==> src/rv_decode_defines.svh <==
`ifndef RV_DECODE_DEFINES_SVH
`define RV_DECODE_DEFINES_SVH

`define RV_NUM_LANES        4
`define RV_FIFO_DEPTH       4

// register map, byte addresses
`define RV_ADDR_INST        4'h0
`define RV_ADDR_STATUS      4'h4
`define RV_ADDR_IMM         4'h8
`define RV_ADDR_CTRL        4'hC

`define RV_RESP_OKAY        2'b00
`define RV_RESP_SLVERR      2'b10

// match patterns: funct7 rs2 rs1 funct3 rd opcode
`define I_AUIPC     32'b???????_?????_?????_???_?????_0010111
`define I_LUI       32'b???????_?????_?????_???_?????_0110111
`define I_JAL       32'b???????_?????_?????_???_?????_1101111
`define I_JALR      32'b???????_?????_?????_000_?????_1100111
`define I_SD        32'b???????_?????_?????_011_?????_0100011
`define I_SW        32'b???????_?????_?????_010_?????_0100011
`define I_SB        32'b???????_?????_?????_000_?????_0100011
`define I_LD        32'b???????_?????_?????_011_?????_0000011
`define I_LW        32'b???????_?????_?????_010_?????_0000011
`define I_LBU       32'b???????_?????_?????_100_?????_0000011
`define I_AND       32'b0000000_?????_?????_111_?????_0110011
`define I_ANDI      32'b???????_?????_?????_111_?????_0010011
`define I_ADD       32'b0000000_?????_?????_000_?????_0110011
`define I_OR        32'b0000000_?????_?????_110_?????_0110011
`define I_XORI      32'b???????_?????_?????_100_?????_0010011
`define I_MULW      32'b0000001_?????_?????_000_?????_0111011
`define I_DIVW      32'b0000001_?????_?????_100_?????_0111011
`define I_REMW      32'b0000001_?????_?????_110_?????_0111011
`define I_ADDI      32'b???????_?????_?????_000_?????_0010011
`define I_ADDW      32'b0000000_?????_?????_000_?????_0111011
`define I_ADDIW     32'b???????_?????_?????_000_?????_0011011
`define I_SUB       32'b0100000_?????_?????_000_?????_0110011
`define I_SLTIU     32'b???????_?????_?????_011_?????_0010011
`define I_SLTU      32'b0000000_?????_?????_011_?????_0110011
`define I_SRAI      32'b010000?_?????_?????_101_?????_0010011
`define I_SLLW      32'b0000000_?????_?????_001_?????_0111011
`define I_SLLI      32'b000000?_?????_?????_001_?????_0010011
`define I_SRLI      32'b000000?_?????_?????_101_?????_0010011
`define I_BNE       32'b???????_?????_?????_001_?????_1100011
`define I_BEQ       32'b???????_?????_?????_000_?????_1100011
`define I_BGE       32'b???????_?????_?????_101_?????_1100011
`define I_EBREAK    32'b0000000_00001_00000_000_00000_1110011

`endif
==> src/rv_decode_pkg.sv <==
package rv_decode_pkg;

    typedef enum logic [2:0] {
        imm_none,
        imm_i,
        imm_s,
        imm_b,
        imm_u,
        imm_j
    } imm_sel_e;

    typedef enum logic [4:0] {
        alu_add,
        alu_sub,
        alu_and,
        alu_or,
        alu_xor,
        alu_sltu,
        alu_sll,
        alu_srl,
        alu_sra,
        alu_addw,
        alu_sllw,
        alu_mulw,
        alu_divw,
        alu_remw
    } alu_op_e;

    typedef enum logic [4:0] {
        br_beq,
        br_bne,
        br_bge
    } branch_op_e;

    // branch view valid when pc_sel is pc_branch
    typedef union packed {
        alu_op_e    alu;
        branch_op_e br;
    } op_u;

    typedef enum logic [1:0] {a_reg, a_pc, a_zero} a_sel_e;
    typedef enum logic [1:0] {b_reg, b_imm} b_sel_e;
    typedef enum logic [1:0] {pc_4, pc_alu, pc_branch} pc_sel_e;
    typedef enum logic [1:0] {wb_alu, wb_pc4, wb_mem} wb_sel_e;

    typedef struct packed {
        logic       illegal;
        imm_sel_e   imm_sel;
        op_u        op;
        a_sel_e     a_sel;
        b_sel_e     b_sel;
        logic       reg_wen;
        pc_sel_e    pc_sel;
        wb_sel_e    wb_sel;
        logic       mem_wen;
        logic       mem_ren;
        logic [2:0] func3;
        logic [4:0] rd;
    } dec_ctrl_t;

    typedef struct packed {
        dec_ctrl_t   ctrl;
        logic [63:0] imm;
    } dec_result_t;

endpackage

==> src/rv_decode_cluster.sv <==
`timescale 1ns/1ps
`include "rv_decode_defines.svh"

module rv_decode_cluster (
    input  logic        clk_i,
    input  logic        arst_n_i,
    input  logic        awvalid_i,
    output logic        awready_o,
    input  logic [3:0]  awaddr_i,
    input  logic        wvalid_i,
    output logic        wready_o,
    input  logic [31:0] wdata_i,
    input  logic [3:0]  wstrb_i,
    output logic        bvalid_o,
    input  logic        bready_i,
    output logic [1:0]  bresp_o,
    input  logic        arvalid_i,
    output logic        arready_o,
    input  logic [3:0]  araddr_i,
    output logic        rvalid_o,
    input  logic        rready_i,
    output logic [31:0] rdata_o,
    output logic [1:0]  rresp_o
);
    import rv_decode_pkg::*;

    logic [`RV_NUM_LANES-1:0] lane_ready;
    logic [`RV_NUM_LANES-1:0] lane_valid;
    logic [31:0]              lane_inst;
    logic [`RV_NUM_LANES-1:0] res_valid;
    logic [`RV_NUM_LANES-1:0] take;
    dec_result_t              res [`RV_NUM_LANES];

    inst_dispatch inst_dispatch_i (
        .clk_i        (clk_i),
        .arst_n_i     (arst_n_i),
        .awvalid_i    (awvalid_i),
        .awready_o    (awready_o),
        .awaddr_i     (awaddr_i),
        .wvalid_i     (wvalid_i),
        .wready_o     (wready_o),
        .wdata_i      (wdata_i),
        .wstrb_i      (wstrb_i),
        .bvalid_o     (bvalid_o),
        .bready_i     (bready_i),
        .bresp_o      (bresp_o),
        .lane_ready_i (lane_ready),
        .lane_valid_o (lane_valid),
        .lane_inst_o  (lane_inst)
    );

    for (genvar i = 0; i < `RV_NUM_LANES; i++) begin : g_lane
        inst_decode_lane inst_decode_lane_i (
            .clk_i        (clk_i),
            .arst_n_i     (arst_n_i),
            .inst_valid_i (lane_valid[i]),
            .inst_i       (lane_inst),
            .ready_o      (lane_ready[i]),
            .res_valid_o  (res_valid[i]),
            .res_o        (res[i]),
            .take_i       (take[i])
        );
    end

    decode_collect decode_collect_i (
        .clk_i            (clk_i),
        .arst_n_i         (arst_n_i),
        .lane_res_valid_i (res_valid),
        .lane_res_i       (res),
        .lane_take_o      (take),
        .arvalid_i        (arvalid_i),
        .arready_o        (arready_o),
        .araddr_i         (araddr_i),
        .rvalid_o         (rvalid_o),
        .rready_i         (rready_i),
        .rdata_o          (rdata_o),
        .rresp_o          (rresp_o)
    );

endmodule

==> src/decode_collect.sv <==
`timescale 1ns/1ps
`include "rv_decode_defines.svh"

module decode_collect (
    input  logic                       clk_i,
    input  logic                       arst_n_i,
    input  logic [`RV_NUM_LANES-1:0]   lane_res_valid_i,
    input  rv_decode_pkg::dec_result_t lane_res_i [`RV_NUM_LANES],
    output logic [`RV_NUM_LANES-1:0]   lane_take_o,
    input  logic                       arvalid_i,
    output logic                       arready_o,
    input  logic [3:0]                 araddr_i,
    output logic                       rvalid_o,
    input  logic                       rready_i,
    output logic [31:0]                rdata_o,
    output logic [1:0]                 rresp_o
);
    import rv_decode_pkg::*;

    localparam int NL    = `RV_NUM_LANES;
    localparam int DEPTH = `RV_FIFO_DEPTH;
    localparam int PW    = $clog2(NL);
    localparam int AW    = $clog2(DEPTH);
    localparam int CW    = $clog2(DEPTH + 1);

    logic [PW-1:0] rd_ptr_q;
    dec_result_t   fifo_q [DEPTH];
    logic [AW-1:0] head_q;
    logic [AW-1:0] tail_q;
    logic [CW-1:0] count_q;
    logic          empty;
    logic          push;
    logic          pop;
    logic          ar_hs;
    logic          rvalid_q;
    logic [31:0]   rdata_q;
    logic [1:0]    rresp_q;
    logic [31:0]   rdata_d;
    logic [1:0]    rresp_d;

    assign empty = (count_q == '0);
    assign push  = lane_res_valid_i[rd_ptr_q] && (count_q < CW'(DEPTH));  // next in order only
    assign ar_hs = arvalid_i && !rvalid_q;
    assign pop   = ar_hs && (araddr_i == `RV_ADDR_CTRL) && !empty;

    assign lane_take_o = push ? (NL'(1) << rd_ptr_q) : '0;
    assign arready_o   = ar_hs;
    assign rvalid_o    = rvalid_q;
    assign rdata_o     = rdata_q;
    assign rresp_o     = rresp_q;

    always_comb begin
        rdata_d = '0;
        rresp_d = `RV_RESP_SLVERR;
        case (araddr_i)
            `RV_ADDR_STATUS: begin
                rdata_d = 32'(count_q);
                rresp_d = `RV_RESP_OKAY;
            end
            `RV_ADDR_IMM: if (!empty) begin
                rdata_d = fifo_q[head_q].imm[31:0];  // peek only
                rresp_d = `RV_RESP_OKAY;
            end
            `RV_ADDR_CTRL: if (!empty) begin
                rdata_d = 32'(fifo_q[head_q].ctrl);
                rresp_d = `RV_RESP_OKAY;
            end
            default: ;
        endcase
    end

    always_ff @(posedge clk_i or negedge arst_n_i) begin
        if (!arst_n_i) begin
            rd_ptr_q <= '0;
            head_q   <= '0;
            tail_q   <= '0;
            count_q  <= '0;
            rvalid_q <= 1'b0;
        end else begin
            if (push) begin
                rd_ptr_q <= (rd_ptr_q == PW'(NL - 1)) ? '0 : rd_ptr_q + 1'b1;
                tail_q   <= (tail_q == AW'(DEPTH - 1)) ? '0 : tail_q + 1'b1;
            end
            if (pop) begin
                head_q <= (head_q == AW'(DEPTH - 1)) ? '0 : head_q + 1'b1;
            end
            count_q <= count_q + CW'(push) - CW'(pop);
            if (ar_hs) begin
                rvalid_q <= 1'b1;
            end else if (rready_i) begin
                rvalid_q <= 1'b0;
            end
        end
    end

    always_ff @(posedge clk_i) begin
        if (push) begin
            fifo_q[tail_q] <= lane_res_i[rd_ptr_q];
        end
        if (ar_hs) begin
            rdata_q <= rdata_d;
            rresp_q <= rresp_d;
        end
    end

endmodule

==> src/inst_decode_lane.sv <==
`timescale 1ns/1ps
`include "rv_decode_defines.svh"

module inst_decode_lane (
    input  logic                       clk_i,
    input  logic                       arst_n_i,
    input  logic                       inst_valid_i,
    input  logic [31:0]                inst_i,
    output logic                       ready_o,
    output logic                       res_valid_o,
    output rv_decode_pkg::dec_result_t res_o,
    input  logic                       take_i
);
    import rv_decode_pkg::*;

    dec_ctrl_t   cd;
    logic [63:0] imm_d;
    dec_result_t res_q;
    logic        valid_q;

    function automatic dec_ctrl_t ctl(imm_sel_e imm, alu_op_e op, a_sel_e a, b_sel_e b,
                                      logic wen, pc_sel_e pc, wb_sel_e wb,
                                      logic mw, logic mr);
        dec_ctrl_t c;
        c         = '0;
        c.imm_sel = imm;
        c.op.alu  = op;
        c.a_sel   = a;
        c.b_sel   = b;
        c.reg_wen = wen;
        c.pc_sel  = pc;
        c.wb_sel  = wb;
        c.mem_wen = mw;
        c.mem_ren = mr;
        return c;
    endfunction

    // branches compare rs1/rs2, no writeback
    function automatic dec_ctrl_t br_ctl(branch_op_e op);
        dec_ctrl_t c;
        c         = '0;
        c.imm_sel = imm_b;
        c.op.br   = op;
        c.pc_sel  = pc_branch;
        return c;
    endfunction

    always_comb begin
        casez (inst_i)
            `I_AUIPC: cd = ctl(imm_u, alu_add, a_pc, b_imm, 1'b1, pc_4, wb_alu, 1'b0, 1'b0);
            `I_LUI: cd = ctl(imm_u, alu_add, a_zero, b_imm, 1'b1, pc_4, wb_alu, 1'b0, 1'b0);
            `I_JAL: cd = ctl(imm_j, alu_add, a_pc, b_imm, 1'b1, pc_alu, wb_pc4, 1'b0, 1'b0);
            `I_JALR: cd = ctl(imm_i, alu_add, a_reg, b_imm, 1'b1, pc_alu, wb_pc4, 1'b0, 1'b0);
            `I_SD: cd = ctl(imm_s, alu_add, a_reg, b_imm, 1'b0, pc_4, wb_alu, 1'b1, 1'b0);
            `I_SW: cd = ctl(imm_s, alu_add, a_reg, b_imm, 1'b0, pc_4, wb_alu, 1'b1, 1'b0);
            `I_SB: cd = ctl(imm_s, alu_add, a_reg, b_imm, 1'b0, pc_4, wb_alu, 1'b1, 1'b0);
            `I_LD: cd = ctl(imm_i, alu_add, a_reg, b_imm, 1'b1, pc_4, wb_mem, 1'b0, 1'b1);
            `I_LW: cd = ctl(imm_i, alu_add, a_reg, b_imm, 1'b1, pc_4, wb_mem, 1'b0, 1'b1);
            `I_LBU: cd = ctl(imm_i, alu_add, a_reg, b_imm, 1'b1, pc_4, wb_mem, 1'b0, 1'b1);
            `I_AND: cd = ctl(imm_none, alu_and, a_reg, b_reg, 1'b1, pc_4, wb_alu, 1'b0, 1'b0);
            `I_ANDI: cd = ctl(imm_i, alu_and, a_reg, b_imm, 1'b1, pc_4, wb_alu, 1'b0, 1'b0);
            `I_ADD: cd = ctl(imm_none, alu_add, a_reg, b_reg, 1'b1, pc_4, wb_alu, 1'b0, 1'b0);
            `I_OR: cd = ctl(imm_none, alu_or, a_reg, b_reg, 1'b1, pc_4, wb_alu, 1'b0, 1'b0);
            `I_XORI: cd = ctl(imm_i, alu_xor, a_reg, b_imm, 1'b1, pc_4, wb_alu, 1'b0, 1'b0);
            `I_MULW: cd = ctl(imm_none, alu_mulw, a_reg, b_reg, 1'b1, pc_4, wb_alu, 1'b0, 1'b0);
            `I_DIVW: cd = ctl(imm_none, alu_divw, a_reg, b_reg, 1'b1, pc_4, wb_alu, 1'b0, 1'b0);
            `I_REMW: cd = ctl(imm_none, alu_remw, a_reg, b_reg, 1'b1, pc_4, wb_alu, 1'b0, 1'b0);
            `I_ADDI: cd = ctl(imm_i, alu_add, a_reg, b_imm, 1'b1, pc_4, wb_alu, 1'b0, 1'b0);
            `I_ADDW: cd = ctl(imm_none, alu_addw, a_reg, b_reg, 1'b1, pc_4, wb_alu, 1'b0, 1'b0);
            `I_ADDIW: cd = ctl(imm_i, alu_addw, a_reg, b_imm, 1'b1, pc_4, wb_alu, 1'b0, 1'b0);
            `I_SUB: cd = ctl(imm_none, alu_sub, a_reg, b_reg, 1'b1, pc_4, wb_alu, 1'b0, 1'b0);
            `I_SLTIU: cd = ctl(imm_i, alu_sltu, a_reg, b_imm, 1'b1, pc_4, wb_alu, 1'b0, 1'b0);
            `I_SLTU: cd = ctl(imm_none, alu_sltu, a_reg, b_reg, 1'b1, pc_4, wb_alu, 1'b0, 1'b0);
            `I_SRAI: cd = ctl(imm_i, alu_sra, a_reg, b_imm, 1'b1, pc_4, wb_alu, 1'b0, 1'b0);
            `I_SLLW: cd = ctl(imm_none, alu_sllw, a_reg, b_reg, 1'b1, pc_4, wb_alu, 1'b0, 1'b0);
            `I_SLLI: cd = ctl(imm_i, alu_sll, a_reg, b_imm, 1'b1, pc_4, wb_alu, 1'b0, 1'b0);
            `I_SRLI: cd = ctl(imm_i, alu_srl, a_reg, b_imm, 1'b1, pc_4, wb_alu, 1'b0, 1'b0);
            `I_BNE: cd = br_ctl(br_bne);
            `I_BEQ: cd = br_ctl(br_beq);
            `I_BGE: cd = br_ctl(br_bge);
            `I_EBREAK: cd = '0;  // legal, no side effects
            default: begin
                cd         = '0;
                cd.illegal = 1'b1;
            end
        endcase
        cd.func3 = inst_i[14:12];
        cd.rd    = inst_i[11:7];
    end

    // all formats sign-extend from bit 31
    always_comb begin
        case (cd.imm_sel)
            imm_i:   imm_d = {{52{inst_i[31]}}, inst_i[31:20]};
            imm_s:   imm_d = {{52{inst_i[31]}}, inst_i[31:25], inst_i[11:7]};
            imm_b:   imm_d = {{52{inst_i[31]}}, inst_i[7], inst_i[30:25], inst_i[11:8], 1'b0};
            imm_u:   imm_d = {{32{inst_i[31]}}, inst_i[31:12], 12'b0};
            imm_j:   imm_d = {{44{inst_i[31]}}, inst_i[19:12], inst_i[20], inst_i[30:21], 1'b0};
            default: imm_d = '0;
        endcase
    end

    assign ready_o     = !valid_q || take_i;
    assign res_valid_o = valid_q;
    assign res_o       = res_q;

    always_ff @(posedge clk_i or negedge arst_n_i) begin
        if (!arst_n_i) begin
            valid_q <= 1'b0;
        end else if (inst_valid_i && ready_o) begin
            valid_q <= 1'b1;
        end else if (take_i) begin
            valid_q <= 1'b0;
        end
    end

    always_ff @(posedge clk_i) begin
        if (inst_valid_i && ready_o) begin
            res_q.ctrl <= cd;
            res_q.imm  <= imm_d;
        end
    end

endmodule

==> src/inst_dispatch.sv <==
`timescale 1ns/1ps
`include "rv_decode_defines.svh"

module inst_dispatch (
    input  logic                     clk_i,
    input  logic                     arst_n_i,
    input  logic                     awvalid_i,
    output logic                     awready_o,
    input  logic [3:0]               awaddr_i,
    input  logic                     wvalid_i,
    output logic                     wready_o,
    input  logic [31:0]              wdata_i,
    input  logic [3:0]               wstrb_i,
    output logic                     bvalid_o,
    input  logic                     bready_i,
    output logic [1:0]               bresp_o,
    input  logic [`RV_NUM_LANES-1:0] lane_ready_i,
    output logic [`RV_NUM_LANES-1:0] lane_valid_o,
    output logic [31:0]              lane_inst_o
);
    localparam int NL = `RV_NUM_LANES;
    localparam int PW = $clog2(NL);

    logic [PW-1:0] wr_ptr_q;
    logic          bvalid_q;
    logic [1:0]    bresp_q;
    logic          inst_ok;
    logic          wr_hs;

    // only full-word writes to INST reach a lane
    assign inst_ok = (awaddr_i == `RV_ADDR_INST) && (&wstrb_i);

    // bad writes need no lane, they are dropped
    assign wr_hs = awvalid_i && wvalid_i && !bvalid_q && (!inst_ok || lane_ready_i[wr_ptr_q]);

    assign awready_o    = wr_hs;
    assign wready_o     = wr_hs;
    assign lane_inst_o  = wdata_i;
    assign lane_valid_o = (wr_hs && inst_ok) ? (NL'(1) << wr_ptr_q) : '0;
    assign bvalid_o     = bvalid_q;
    assign bresp_o      = bresp_q;

    always_ff @(posedge clk_i or negedge arst_n_i) begin
        if (!arst_n_i) begin
            wr_ptr_q <= '0;
            bvalid_q <= 1'b0;
        end else begin
            if (wr_hs && inst_ok) begin
                wr_ptr_q <= (wr_ptr_q == PW'(NL - 1)) ? '0 : wr_ptr_q + 1'b1;
            end
            if (wr_hs) begin
                bvalid_q <= 1'b1;
            end else if (bready_i) begin
                bvalid_q <= 1'b0;
            end
        end
    end

    always_ff @(posedge clk_i) begin
        if (wr_hs) begin
            bresp_q <= inst_ok ? `RV_RESP_OKAY : `RV_RESP_SLVERR;
        end
    end

endmodule

==> config.mk <==
export PLATFORM = sky130hd
export DESIGN_NAME = rv_decode_cluster
export DESIGN_NICKNAME = d
export VERILOG_FILES = /design/src/rv_decode_pkg.sv /design/src/rv_decode_cluster.sv /design/src/decode_collect.sv /design/src/inst_decode_lane.sv /design/src/inst_dispatch.sv
export VERILOG_INCLUDE_DIRS = /design/src
export SDC_FILE = /design/constraint.sdc
export NUM_CORES = 1
export LEC_CHECK = 0
export ABC_CLOCK_PERIOD_IN_PS = 10350
export BUFFER_PORTS_ARGS = -buffer_cell sky130_fd_sc_hd__buf_4
export CORE_ASPECT_RATIO = 1.1
export CORE_MARGIN = 4
export CORE_UTILIZATION = 50
export CTS_BUF_LIST = sky130_fd_sc_hd__clkbuf_4 sky130_fd_sc_hd__clkbuf_8
export CTS_CLUSTER_SIZE = 14
export DETAILED_ROUTE_END_ITERATION = 6
export PLACE_DENSITY = 0.69
export SLEW_MARGIN = 20
export SYNTH_ARGS = -nofsm -noshare
export SYNTH_HDL_FRONTEND = slang
export SYNTH_SLANG_ARGS = --single-unit
==> constraint.sdc <==
create_clock -name clk_i -period 10.35 [get_ports clk_i]
set_clock_uncertainty 0.15 [all_clocks]
set_input_delay 1.035 -clock clk_i [delete_from_list [all_inputs] [get_ports clk_i]]
set_output_delay 1.035 -clock clk_i [all_outputs]
set_load 0.01 [all_outputs]
==> results of run 1 <==
[metrics by stage]
stage | hold WS, ns | utilization | instance area, sq um | power [mW]
after floorplan | 0.367 | - | 19800 | 3.10
after global placement | 0.370 | 0.537 | 21000 | 3.36
after detailed placement | 0.362 | 0.537 | 21000 | 3.37
after CTS | 0.145 | 0.576 | 22600 | 4.97
after global routing | 0.159 | 0.576 | 22600 | 5.15
final | 0.173 | 0.576 | 22600 | 4.91
[final timing paths]
kind | from | to | slack (ns) | cells after the start
max | decode_collect_i.rd_ptr_q[1] | awready_o | 5.61 | 8
min | arst_n_i | decode_collect_i.rd_ptr_q[0] | 0.17 | 1
max reg2reg | decode_collect_i.rd_ptr_q[1] | g_lane[0].inst_decode_lane_i.res_o[73] | 6.15 | 8
min reg2reg | inst_dispatch_i.bvalid_o | inst_dispatch_i.bvalid_o | 0.38 | 2
max in group asynchronous | arst_n_i | decode_collect_i.head_q[0] | 9.63 | 1
min in group clk_i | inst_dispatch_i.bvalid_o | inst_dispatch_i.bvalid_o | 0.38 | 2
[flip-flops by register name (all words and copies together), names as in the netlist]
register and flops:
decode_collect_i.rvalid_o 1, decode_collect_i.count_q 3, decode_collect_i.head_q 2, g_lane.inst_decode_lane_i.res_valid_o 4, decode_collect_i.fifo_q 224, inst_dispatch_i.wr_ptr_q 2, g_lane.inst_decode_lane_i.res_o 224, decode_collect_i.rresp_o 1
inst_dispatch_i.bvalid_o 1, decode_collect_i.rdata_o 32, decode_collect_i.rd_ptr_q 2, inst_dispatch_i.bresp_o 1, decode_collect_i.tail_q 2
[critical path, stage by stage (launching register included)]
cell      delay, ns
dfrtp_2        0.33
buf_4          0.68
mux2i_1        0.36
o22ai_2        0.27
o311ai_1       0.52
a21oi_1        0.07
nor3_1         0.35
a21oi_1        0.18
buf_4          0.17
[per-layer routing]
metal	vias to the layer above	wire, um	track usage
met3	54	2820	0.0415
met2	370	17800	0.270
met1	4957	16600	0.270
li1	4338	-	-
met4	0	630	0.0521
met5	-	0	0
[layout by cell type (no fill, tap or decap), types with 3 or more instances in the layout]
master,instances
edfxtp_1,482
nand2_1,59
a21oi_1,19
nor3_1,12
nand3b_1,4
clkinv_1,19
nand2b_1,4
mux4_2,112
nor2b_1,16
ha_1,15
and2_2,4
mux2i_1,25
buf_4,104
clkbuf_8,84
a31oi_1,3
and3_2,3
clkbuf_4,23
or3_1,6
inv_1,22
nor4b_1,4
o21ai_0,18
nor2_1,43
a22o_1,3
nand3_1,13
o211ai_1,3
dfrtp_1,13
a21o_1,3
clkinv_2,8
nand4_1,4
[power by group through the flow]
stage / combinational [mW] / clock [mW] / sequential (mW)
global placement: 0.873 / 0 / 2.48
floorplan: 0.654 / 0 / 2.44
CTS: 0.892 / 1.64 / 2.44
finish: 0.876 / 1.60 / 2.44
global route: 0.955 / 1.74 / 2.45
detailed placement: 0.890 / 0 / 2.48
[final cells by class]
cell class	instances	area, sq um	area share
Antenna cell	1	2.50	0.000111
Clock buffer	107	1330	0.0589
Clock inverter	32	200	0.00887
Inverter	24	90.1	0.00399
Multi-Input combinational cell	433	4630	0.205
Sequential cell	499	14900	0.660
Tap cell	507	634	0.0281
Timing Repair Buffer	104	781	0.0346
[cells by family after synthesis]
| kind of cell | share of synthesized area |
|---|---|
| flip-flops | 0.751 |
| AND/OR/NAND/NOR | 0.0545 |
| multiplexers | 0.140 |
| buffers and inverters | 0.0167 |
| AO/OA/AOI/OAI | 0.0251 |
| adder cells (fa/ha/maj) | 0.0105 |
| XOR/XNOR | 0.00133 |
| other | 0.000189 |
==> results.ini, run 1 <==
[outcome]
status = finished, final reports clean

[sta]
period_minus_slack_ns = 4.74
finalHoldViolCount = 0
slew_headroom = 0.403
tightest_slew_ns = 0.896
fmax_ghz = 0.211
final.setup.tns_ns = 0
setup_violations = 0
layout_setup_ws_ns = 5.61
rsz0062_at_grt = no
final_min_period_over_clock_period = 0.458
final_max_slew_viol_count = 0

[clock_tree]
cts_buffers = 77
h-tree-depth = 3
cts_root_buf = clkbuf_8
clock_sinks = 499
ctsHoldBuffers = 0
clk_latency_ns = 0.59
cts_tree = done
cts_setup_buffers = 0
cts_resized = 0
clk_pin_slew_ns = 0.06
ctsLongestPathBuffers = 3

[global_routing]
groute.usage.overall = 0.180
antenna_found_initial = 2
grt-ovfl-total = 0
grt_pass1_vias = 9971
grt_max_degree = 62
grt_pass1_wl_mm = 58.7

[min_path]
worstHoldPathType = primary input to asynchronous set/reset pin

[logic_synthesis]
yosysTopAreaCellShare = 0.730
ys_warn_count = 0
synth_most_common_cell = edfxtp_1
synth_top_area_cell = edfxtp_1
yosysSeqAreaShare = 0.751
avgSynthCellArea_sq_um = 19.8
synthCells = 1004
syn_area_sq_um = 19800
yosys-top-cells-area = edfxtp_1 (73%), mux4_2 (13%), dfrtp_1 (2.1%)
ys_types = 74
yosys-top-cells-count = edfxtp_1 (482), mux4_2 (112), nand2_1 (59)
synth_ff_type = edfxtp_1
ys_async_sr_fraction = 0.0341
synth_edf_count = 482
ys_ff_latch = 499

[critical_path]
crit_path_max_fanout = 61
crit_required_ns = 9.17
critPathKind = register to output pin
critical_path_arrival_ns = 3.56
startpoint_type = register
end_kind = output pin

[placed_design]
post-place-ws_ns = 6.15
io_buffers = 89
dp_hpwl_mm = 23.5
gp_congestion = 0.897
dp.cells = 1567

[cells_and_area]
drive_above_1_share = 0.310
syn_to_final_growth_pct = 13.8
layout.cells.non_filler = 1707
layout.nets = 1206
fillers = 2965

[drt]
vias = 9719
route.detailed.drc = 0
postRouteAntennaNets = 0
first_pass_iters = 5
totalWireLength_mm = 37.9
drt_iter0_drc = 823
wl_per_cell_um = 22.2
vias_per_cell = 5.69

[die]
fp.dieW_um = 198
core_area_sq_um = 39200
fp-row-count = 76
io_pins = 92
start_util = 0.506
die_h_um = 217
die_area_sq_um = 42900

[power]
swShare = 0.254
p_leak_nw = 7.34
p_comb_frac = 0.178
p_seq_frac = 0.496
p_int_mw = 3.67
power.density_nw_per_um2 = 218
p_switching_mw = 1.25
power.share.clock = 0.325
peakVddDrop_mv = 0.121

[flow_run]
max_cap_viol_count = 0

(Power assumes the default switching activity.)
==> run 2, diff against run 1 <==
- ABC_CLOCK_PERIOD_IN_PS: 10350 -> 4000
- PLACE_DENSITY: 0.69 -> 0.72
- clock period: 10.35 -> 4 ns (I/O delays scaled with it)
==> run 2 against run 1 <==
Compared with the run above:
- critical path depth increased by 1
- global-route usage increased by 0.15 points
- sequential power increased to 2.6 times the previous value
- critical path type unchanged
- critical endpoint unchanged
- largest power group unchanged
==> results.ini, run 2 (synthesis results as in run 1) <==
[sta]
finalHoldViolCount = 0  ; unchanged
final_max_slew_viol_count = 0  ; unchanged
fmax_ghz = 0.281
tightest_slew_ns = 0.949  ; was 0.896 ns
slew_headroom = 0.368  ; was 0.403
final_min_period_over_clock_period = 0.890
period_minus_slack_ns = 3.56
rsz0062_at_grt = no  ; unchanged
final.setup.tns_ns = 0  ; unchanged
setup_violations = 0  ; unchanged

[drt]
totalWireLength_mm = 38.4  ; was 37.9 mm
first_pass_iters = 5  ; unchanged
wl_per_cell_um = 22.2  ; about the same
vias_per_cell = 5.69  ; about the same
postRouteAntennaNets = 0  ; unchanged
vias = 9840  ; was 9719
route.detailed.drc = 0  ; unchanged
drt_iter0_drc = 1035  ; was 823

[cells_and_area]
layout.cells.non_filler = 1730  ; was 1707
layout.nets = 1227  ; was 1206
fin_util = 0.584  ; was 0.576
drive_above_1_share = 0.308  ; was 0.310
layout_commonest_cell = edfxtp_1  ; unchanged
layout_common_cells = edfxtp_1 (482), mux4_2 (112), buf_4 (99)  ; was edfxtp_1 (482), mux4_2 (112), buf_4 (104)
syn_to_final_growth_pct = 15.4  ; was 13.8%

[critical_path]
critical_path_arrival_ns = 3.01  ; was 3.56 ns
slowest_delay_ns = 0.44  ; was 0.68 ns
cp_cell_sequence = buf_4, inv_1, ha_1, or3_1, o311ai_1, a21oi_1, nor3_1, a21oi_1, buf_4  ; was buf_4, mux2i_1, o22ai_2, o311ai_1, a21oi_1, nor3_1, a21oi_1, buf_4
critPathKind = register to output pin  ; unchanged
end_kind = output pin  ; unchanged
crit_required_ns = 3.45  ; was 9.17 ns
critPathSlowestCell = dfrtp_4  ; was buf_4
crit_path_max_fanout = 20  ; was 61
startpoint_type = register  ; unchanged
crit_buf_inv = 3  ; was 2
crit_family = buffers and inverters  ; was compound AO/OA/AOI/OAI gates

[placed_design]
io_buffers = 89  ; unchanged
dp.cells = 1572  ; was 1567
gp_congestion = 0.895  ; was 0.897
dp_hpwl_mm = 24.3  ; was 23.5 mm

[clock_tree]
clk_pin_slew_ns = 0.06  ; about the same
clock_sinks = 499  ; unchanged
cts_root_buf = clkbuf_8  ; unchanged
cts_tree = done  ; unchanged
cts_buffers = 77  ; unchanged
ctsLongestPathBuffers = 3  ; unchanged
h-tree-depth = 3  ; unchanged
clk_latency_ns = 0.60  ; was 0.59 ns
cts_setup_buffers = 0  ; unchanged

[power]
power.share.clock = 0.324  ; was 0.325
p_leak_nw = 7.45  ; was 7.34 nW
finalPower_mw = 12.7  ; was 4.91 mW
p_switching_mw = 3.20  ; was 1.25 mW
swShare = 0.252  ; was 0.254
p_int_mw = 9.50  ; was 3.67 mW
p_seq_frac = 0.500  ; was 0.496
power.density_nw_per_um2 = 555  ; was 218 nW/um^2
p_comb_frac = 0.176  ; was 0.178
peakVddDrop_mv = 0.275  ; was 0.121 mV

[die]
io_pins = 92  ; unchanged
fp-row-count = 76  ; unchanged
core_area_sq_um = 39200  ; unchanged
die_area_sq_um = 42900  ; unchanged
start_util = 0.506  ; unchanged
fp.dieW_um = 198  ; unchanged
die_h_um = 217  ; unchanged

[min_path]
worstHoldPathType = primary input to register  ; was primary input to asynchronous set/reset pin

[global_routing]
grt_pass1_vias = 10100  ; was 9971
grt_max_degree = 57  ; was 62
grt_pass1_wl_mm = 59.3  ; was 58.7 mm
grt-ovfl-total = 0  ; unchanged
antenna_found_initial = 0  ; was 2
groute.usage.overall = 0.182  ; was 0.180

[outcome]
status = finished, final reports clean  ; unchanged

[flow_run]
max_cap_viol_count = 0  ; unchanged

[run 2: cell types whose count changed in the layout (fill, tap and decap cells not counted)]
cell and change:
inv_6 -1, clkinv_2 +3, clkbuf_4 -1, clkinv_1 +3, buf_12 +10, bufinv_16 +1, dlygate4sd3_1 +16, clkinvlp_4 +1
clkbuf_8 -4, buf_4 -5
[run 2: cell type report]
cell class | count | area (sq um)
diodes | 1 | 2.50
multi-input cells | 433 | 4630
clock buffers | 102 | 1270
inverters | 24 | 90.1
flip-flops and latches | 499 | 14900
well taps | 507 | 634
clock inverters | 39 | 255
repair buffers | 125 | 1100
fillers | 2928 | 16300
[run 2: final timing paths]
| check | from | endpoint | slack [ns] | cells after the start |
|---|---|---|---|---|
| max | decode_collect_i.rd_ptr_q[0] | awready_o | 0.44 | 9 |
| min in group asynchronous | arst_n_i | g_lane[0].inst_decode_lane_i.res_valid_o | 0.08 | 2 |
| max reg2reg | decode_collect_i.rd_ptr_q[1] | g_lane[0].inst_decode_lane_i.res_o[70] | 0.86 | 9 |
| max in group asynchronous | arst_n_i | decode_collect_i.rd_ptr_q[0] | 3.39 | 2 |
| min reg2reg | g_lane[1].inst_decode_lane_i.res_valid_o | g_lane[1].inst_decode_lane_i.res_valid_o | 0.43 | 1 |
| min | wdata_i[27] | g_lane[0].inst_decode_lane_i.res_o[27] | 0.05 | 3 |
[run 2: layer usage]
metal	part of all wire	vias up	global-route usage
met5	0	-	0
met3	0.061	50	0.0293
li1	-	4398	-
met2	0.50	319	0.289
met1	0.42	5073	0.265
met4	0.018	0	0.0533
[run 2: repair_timing]
action	in CTS	in global routing
endpoints found under the hold margin	53	0
gates resized for setup	0	0
hold buffers	16	0
[run 2: through the flow]
step	instance area, sq um	setup WS (ns)	hold slack (ns)
after floorplan	19800	0.0318	-0.0456
after global placement	21200	0.791	0.140
after detailed placement	21200	0.733	0.141
after CTS	22900	0.368	0.0122
after global routing	22900	0.163	0.0438
final	22900	0.440	0.0541
[run 2: power groups by stage]
stage | logic (mW) | registers (mW) | clock network, mW
floorplan | 1.69 | 6.32 | 0
global placement | 2.21 | 6.46 | 0
detailed placement | 2.25 | 6.47 | 0
CTS | 2.28 | 6.36 | 4.23
global route | 2.43 | 6.37 | 4.50
finish | 2.23 | 6.35 | 4.12
[run 2: worst reg2reg max path, delay by kind of cell (launching register included)]
kind / cells / cell delay [ns]
compound gates: 2 / 0.45
simple gates: 4 / 1.19
fa+ha+maj: 1 / 0.19
flops: 1 / 0.45
buf+inv: 2 / 0.39
==> run 3, diff against run 2 <==
- ABC_AREA: default -> 1
==> run 3 against run 2 <==
Compared with the run above:
- clock-buffer cell count stayed put
- sequential cell count stayed put
- critical path depth is 2 higher
- worst hold slack worse by 0.015 ns
- clock power is 2% lower
==> results.ini, run 3 <==
[placed_design]
dp_hpwl_mm = 27.9  ; was 24.3 mm
post_dp_cell_area_sq_um = 21500  ; was 21200 sq um
gp_congestion = 0.949  ; was 0.895
io_buffers = 89  ; unchanged

[logic_synthesis]
synth_most_common_cell = edfxtp_1  ; unchanged
yosys-top-cells-count = edfxtp_1 (482), nor2_1 (299), o21ai_0 (241)  ; was edfxtp_1 (482), mux4_2 (112), nand2_1 (59)
yosys-top-cells-area = edfxtp_1 (72%), o21ai_0 (6.0%), nor2_1 (5.6%)  ; was edfxtp_1 (73%), mux4_2 (13%), dfrtp_1 (2.1%)
synth_xor_area_frac = 0.000868  ; was 0.00133
synth_ff_type = edfxtp_1  ; unchanged
yosys.area_share.simple = 0.115  ; was 0.0545
yosysSeqAreaShare = 0.738  ; was 0.751
synthAdderAreaFrac = 0.0103  ; was 0.0105
synth_top_area_cell = edfxtp_1  ; unchanged
avgSynthCellArea_sq_um = 12.7  ; was 19.8 sq um
synth-compound-area-share = 0.104  ; was 0.0251
ys_async_sr_fraction = 0.0341  ; unchanged
ys_types = 45  ; was 74
ys_ff_latch = 499  ; unchanged
syn_area_sq_um = 20200  ; was 19800 sq um
synthCells = 1588  ; was 1004
synth_top_family_by_area = simple AND/OR/NAND/NOR gates  ; was multiplexers
ys_warn_count = 0  ; unchanged
yosysTopAreaCellShare = 0.717  ; was 0.730
synth_mux_area_frac = 0  ; was 0.140
synth_edf_count = 482  ; unchanged

[cells_and_area]
fillers = 3082  ; was 2928
syn_to_final_growth_pct = 14.6  ; was 15.4%
diodes = 0  ; was 1
layout.nets = 1783  ; was 1227
multiInputGateArea_sq_um = 4710  ; was 4630 sq um
final-seq-area_sq_um = 14900  ; about the same
final_area_sq_um = 23100  ; was 22900 sq um
layout_common_cells = edfxtp_1 (482), nor2_1 (291), o21ai_0 (241)  ; was edfxtp_1 (482), mux4_2 (112), buf_4 (99)
layout_commonest_cell = edfxtp_1  ; unchanged
fin_util = 0.584  ; about the same
drive_above_1_share = 0.167  ; was 0.308

[drt]
vias_per_cell = 5.61  ; was 5.69
postRouteAntennaNets = 0  ; unchanged
vias = 12800  ; was 9840
first_pass_iters = 5  ; unchanged
wl_per_cell_um = 19.8  ; was 22.2 um
drt_iter0_drc = 1234  ; was 1035
totalWireLength_mm = 45.0  ; was 38.4 mm
route.detailed.drc = 0  ; unchanged

[sta]
period_minus_slack_ns = 3.41  ; was 3.56 ns
final_max_slew_viol_count = 0  ; unchanged
fmax_ghz = 0.293  ; was 0.281 GHz
rsz0062_at_grt = no  ; unchanged
tightest_slew_ns = 0.978  ; was 0.949 ns
final_min_period_over_clock_period = 0.854  ; was 0.890
finalHoldViolCount = 0  ; unchanged
slew_headroom = 0.348  ; was 0.368
hold_slack_ns = 0.0392  ; was 0.0541 ns
final.setup.tns_ns = 0  ; unchanged
setup_violations = 0  ; unchanged

[power]
peakVddDrop_mv = 0.325  ; was 0.275 mV
p_leak_nw = 8.21  ; was 7.45 nW
power.density_nw_per_um2 = 633  ; was 555 nW/um^2

[clock_tree]
clk_latency_ns = 0.63  ; was 0.60 ns
cts_buffers = 74  ; was 77
ctsLongestPathBuffers = 3  ; unchanged
h-tree-depth = 3  ; unchanged
cts_resized = 0  ; unchanged
cts_root_buf = clkbuf_8  ; unchanged
clock_sinks = 499  ; unchanged
clk_pin_slew_ns = 0.06  ; about the same
cts_tree = done  ; unchanged
cts_setup_buffers = 0  ; unchanged

[min_path]
worstHoldPathType = primary input to register  ; unchanged
holdPathStages = 3  ; unchanged

[die]
die_area_sq_um = 43600  ; was 42900 sq um
core_area_sq_um = 39600  ; was 39200 sq um
die_h_um = 219  ; was 217 um
start_util = 0.510  ; was 0.506
fp.dieW_um = 200  ; was 198 um
io_pins = 92  ; unchanged
fp-row-count = 76  ; unchanged

[critical_path]
reg2reg_depth = 11  ; was 9
cp_cell_sequence = inv_2, nand2_1, nand3_1, nand2_1, nand3_1, nand3_1, nand3_1, nand2_1, o21ai_1, inv_1, buf_4  ; was buf_4, inv_1, ha_1, or3_1, o311ai_1, a21oi_1, nor3_1, a21oi_1, buf_4
end_kind = output pin  ; unchanged
worstSetupPathDepth = 11  ; was 9
startpoint_type = register  ; unchanged
cpMostUsedCell = nand3_1
crit_path_max_fanout = 39  ; was 20
critPathKind = register to output pin  ; unchanged
crit_required_ns = 3.45  ; about the same
crit_buf_inv = 3  ; unchanged
slowest_delay_ns = 0.64  ; was 0.44 ns
critPathSlowestCell = dfrtp_4  ; unchanged
crit_family = simple AND/OR/NAND/NOR gates  ; was buffers and inverters
critical_path_arrival_ns = 2.86  ; was 3.01 ns

[global_routing]
grt-ovfl-total = 0  ; unchanged
groute.usage.overall = 0.206  ; was 0.182
grt_pass1_vias = 12500  ; was 10100
antenna_found_initial = 0  ; unchanged
grt_pass1_wl_mm = 69.9  ; was 59.3 mm
grt_max_degree = 102  ; was 57

[flow_run]
max_cap_viol_count = 0  ; unchanged

[outcome]
status = finished, final reports clean  ; unchanged

run 3: power breakdown:
part           internal, mW  switching (mW)
registers              6.74           0.234
clock network          2.16            1.88
logic                 0.950            2.66
run 3: cell type report:
type	count	share of cell area
Multi-Input combinational cell	929	0.204
Sequential cell	499	0.645
Timing Repair Buffer	133	0.0485
Clock inverter	29	0.00925
Inverter	79	0.0130
Tap cell	507	0.0274
Clock buffer	102	0.0537
run 3: worst paths after layout:
kind                                                           to                          from  slack (ns)
setup / recovery                                        awready_o  decode_collect_i.rd_ptr_q[0]        0.59
hold / removal             g_lane[2].inst_decode_lane_i.res_o[25]                   wdata_i[25]        0.04
setup reg to reg           g_lane[2].inst_decode_lane_i.res_o[91]  decode_collect_i.rd_ptr_q[0]        0.77
hold reg to reg                          inst_dispatch_i.bvalid_o      inst_dispatch_i.bvalid_o        0.37
max in group asynchronous              decode_collect_i.head_q[0]                      arst_n_i        3.40
min in group asynchronous             inst_dispatch_i.wr_ptr_q[1]                      arst_n_i        0.05
run 3: through the flow:
step / std cells / worst slack, ns / total power, mW
after CTS: 2278 / 0.556 / 14.7
after detailed placement: 2128 / 0.796 / 10.7
after global placement: 2128 / 0.927 / 10.5
final: 2278 / 0.586 / 14.6
after floorplan: 1589 / 0.0354 / 9.36
after global routing: 2278 / 0.317 / 15.4
run 3: cell families (layout without fill, tap and decap cells):
| group | count (synthesis) | count (layout) |
|---|---|---|
| adders and majority gates | 16 | 16 |
| other | 1 | 2 |
| buffers and inverters | 161 | 343 |
| xor gates and xnor gates | 2 | 2 |
| and+or+nand+nor | 526 | 526 |
| DFF | 499 | 499 |
| AOI/OAI and AO/OA | 383 | 383 |
run 3: layer usage:
metal	GRT usage	vias up	wire length (um)
met4	0.0559	0	716
li1	-	6030	-
met3	0.0333	55	3100
met1	0.294	6211	19400
met5	0	-	0
met2	0.334	476	21800
run 3: tightest hold or removal path: stages:
cell	delay, ns
buf_4	0.13
nand2_1	0.07
nand2_2	0.09
run 3: what timing repair did:
item,4_1_cts,5_1_grt
hold endpoints to repair,67,0
setup endpoints to repair,0,0
hold buffers,19,0
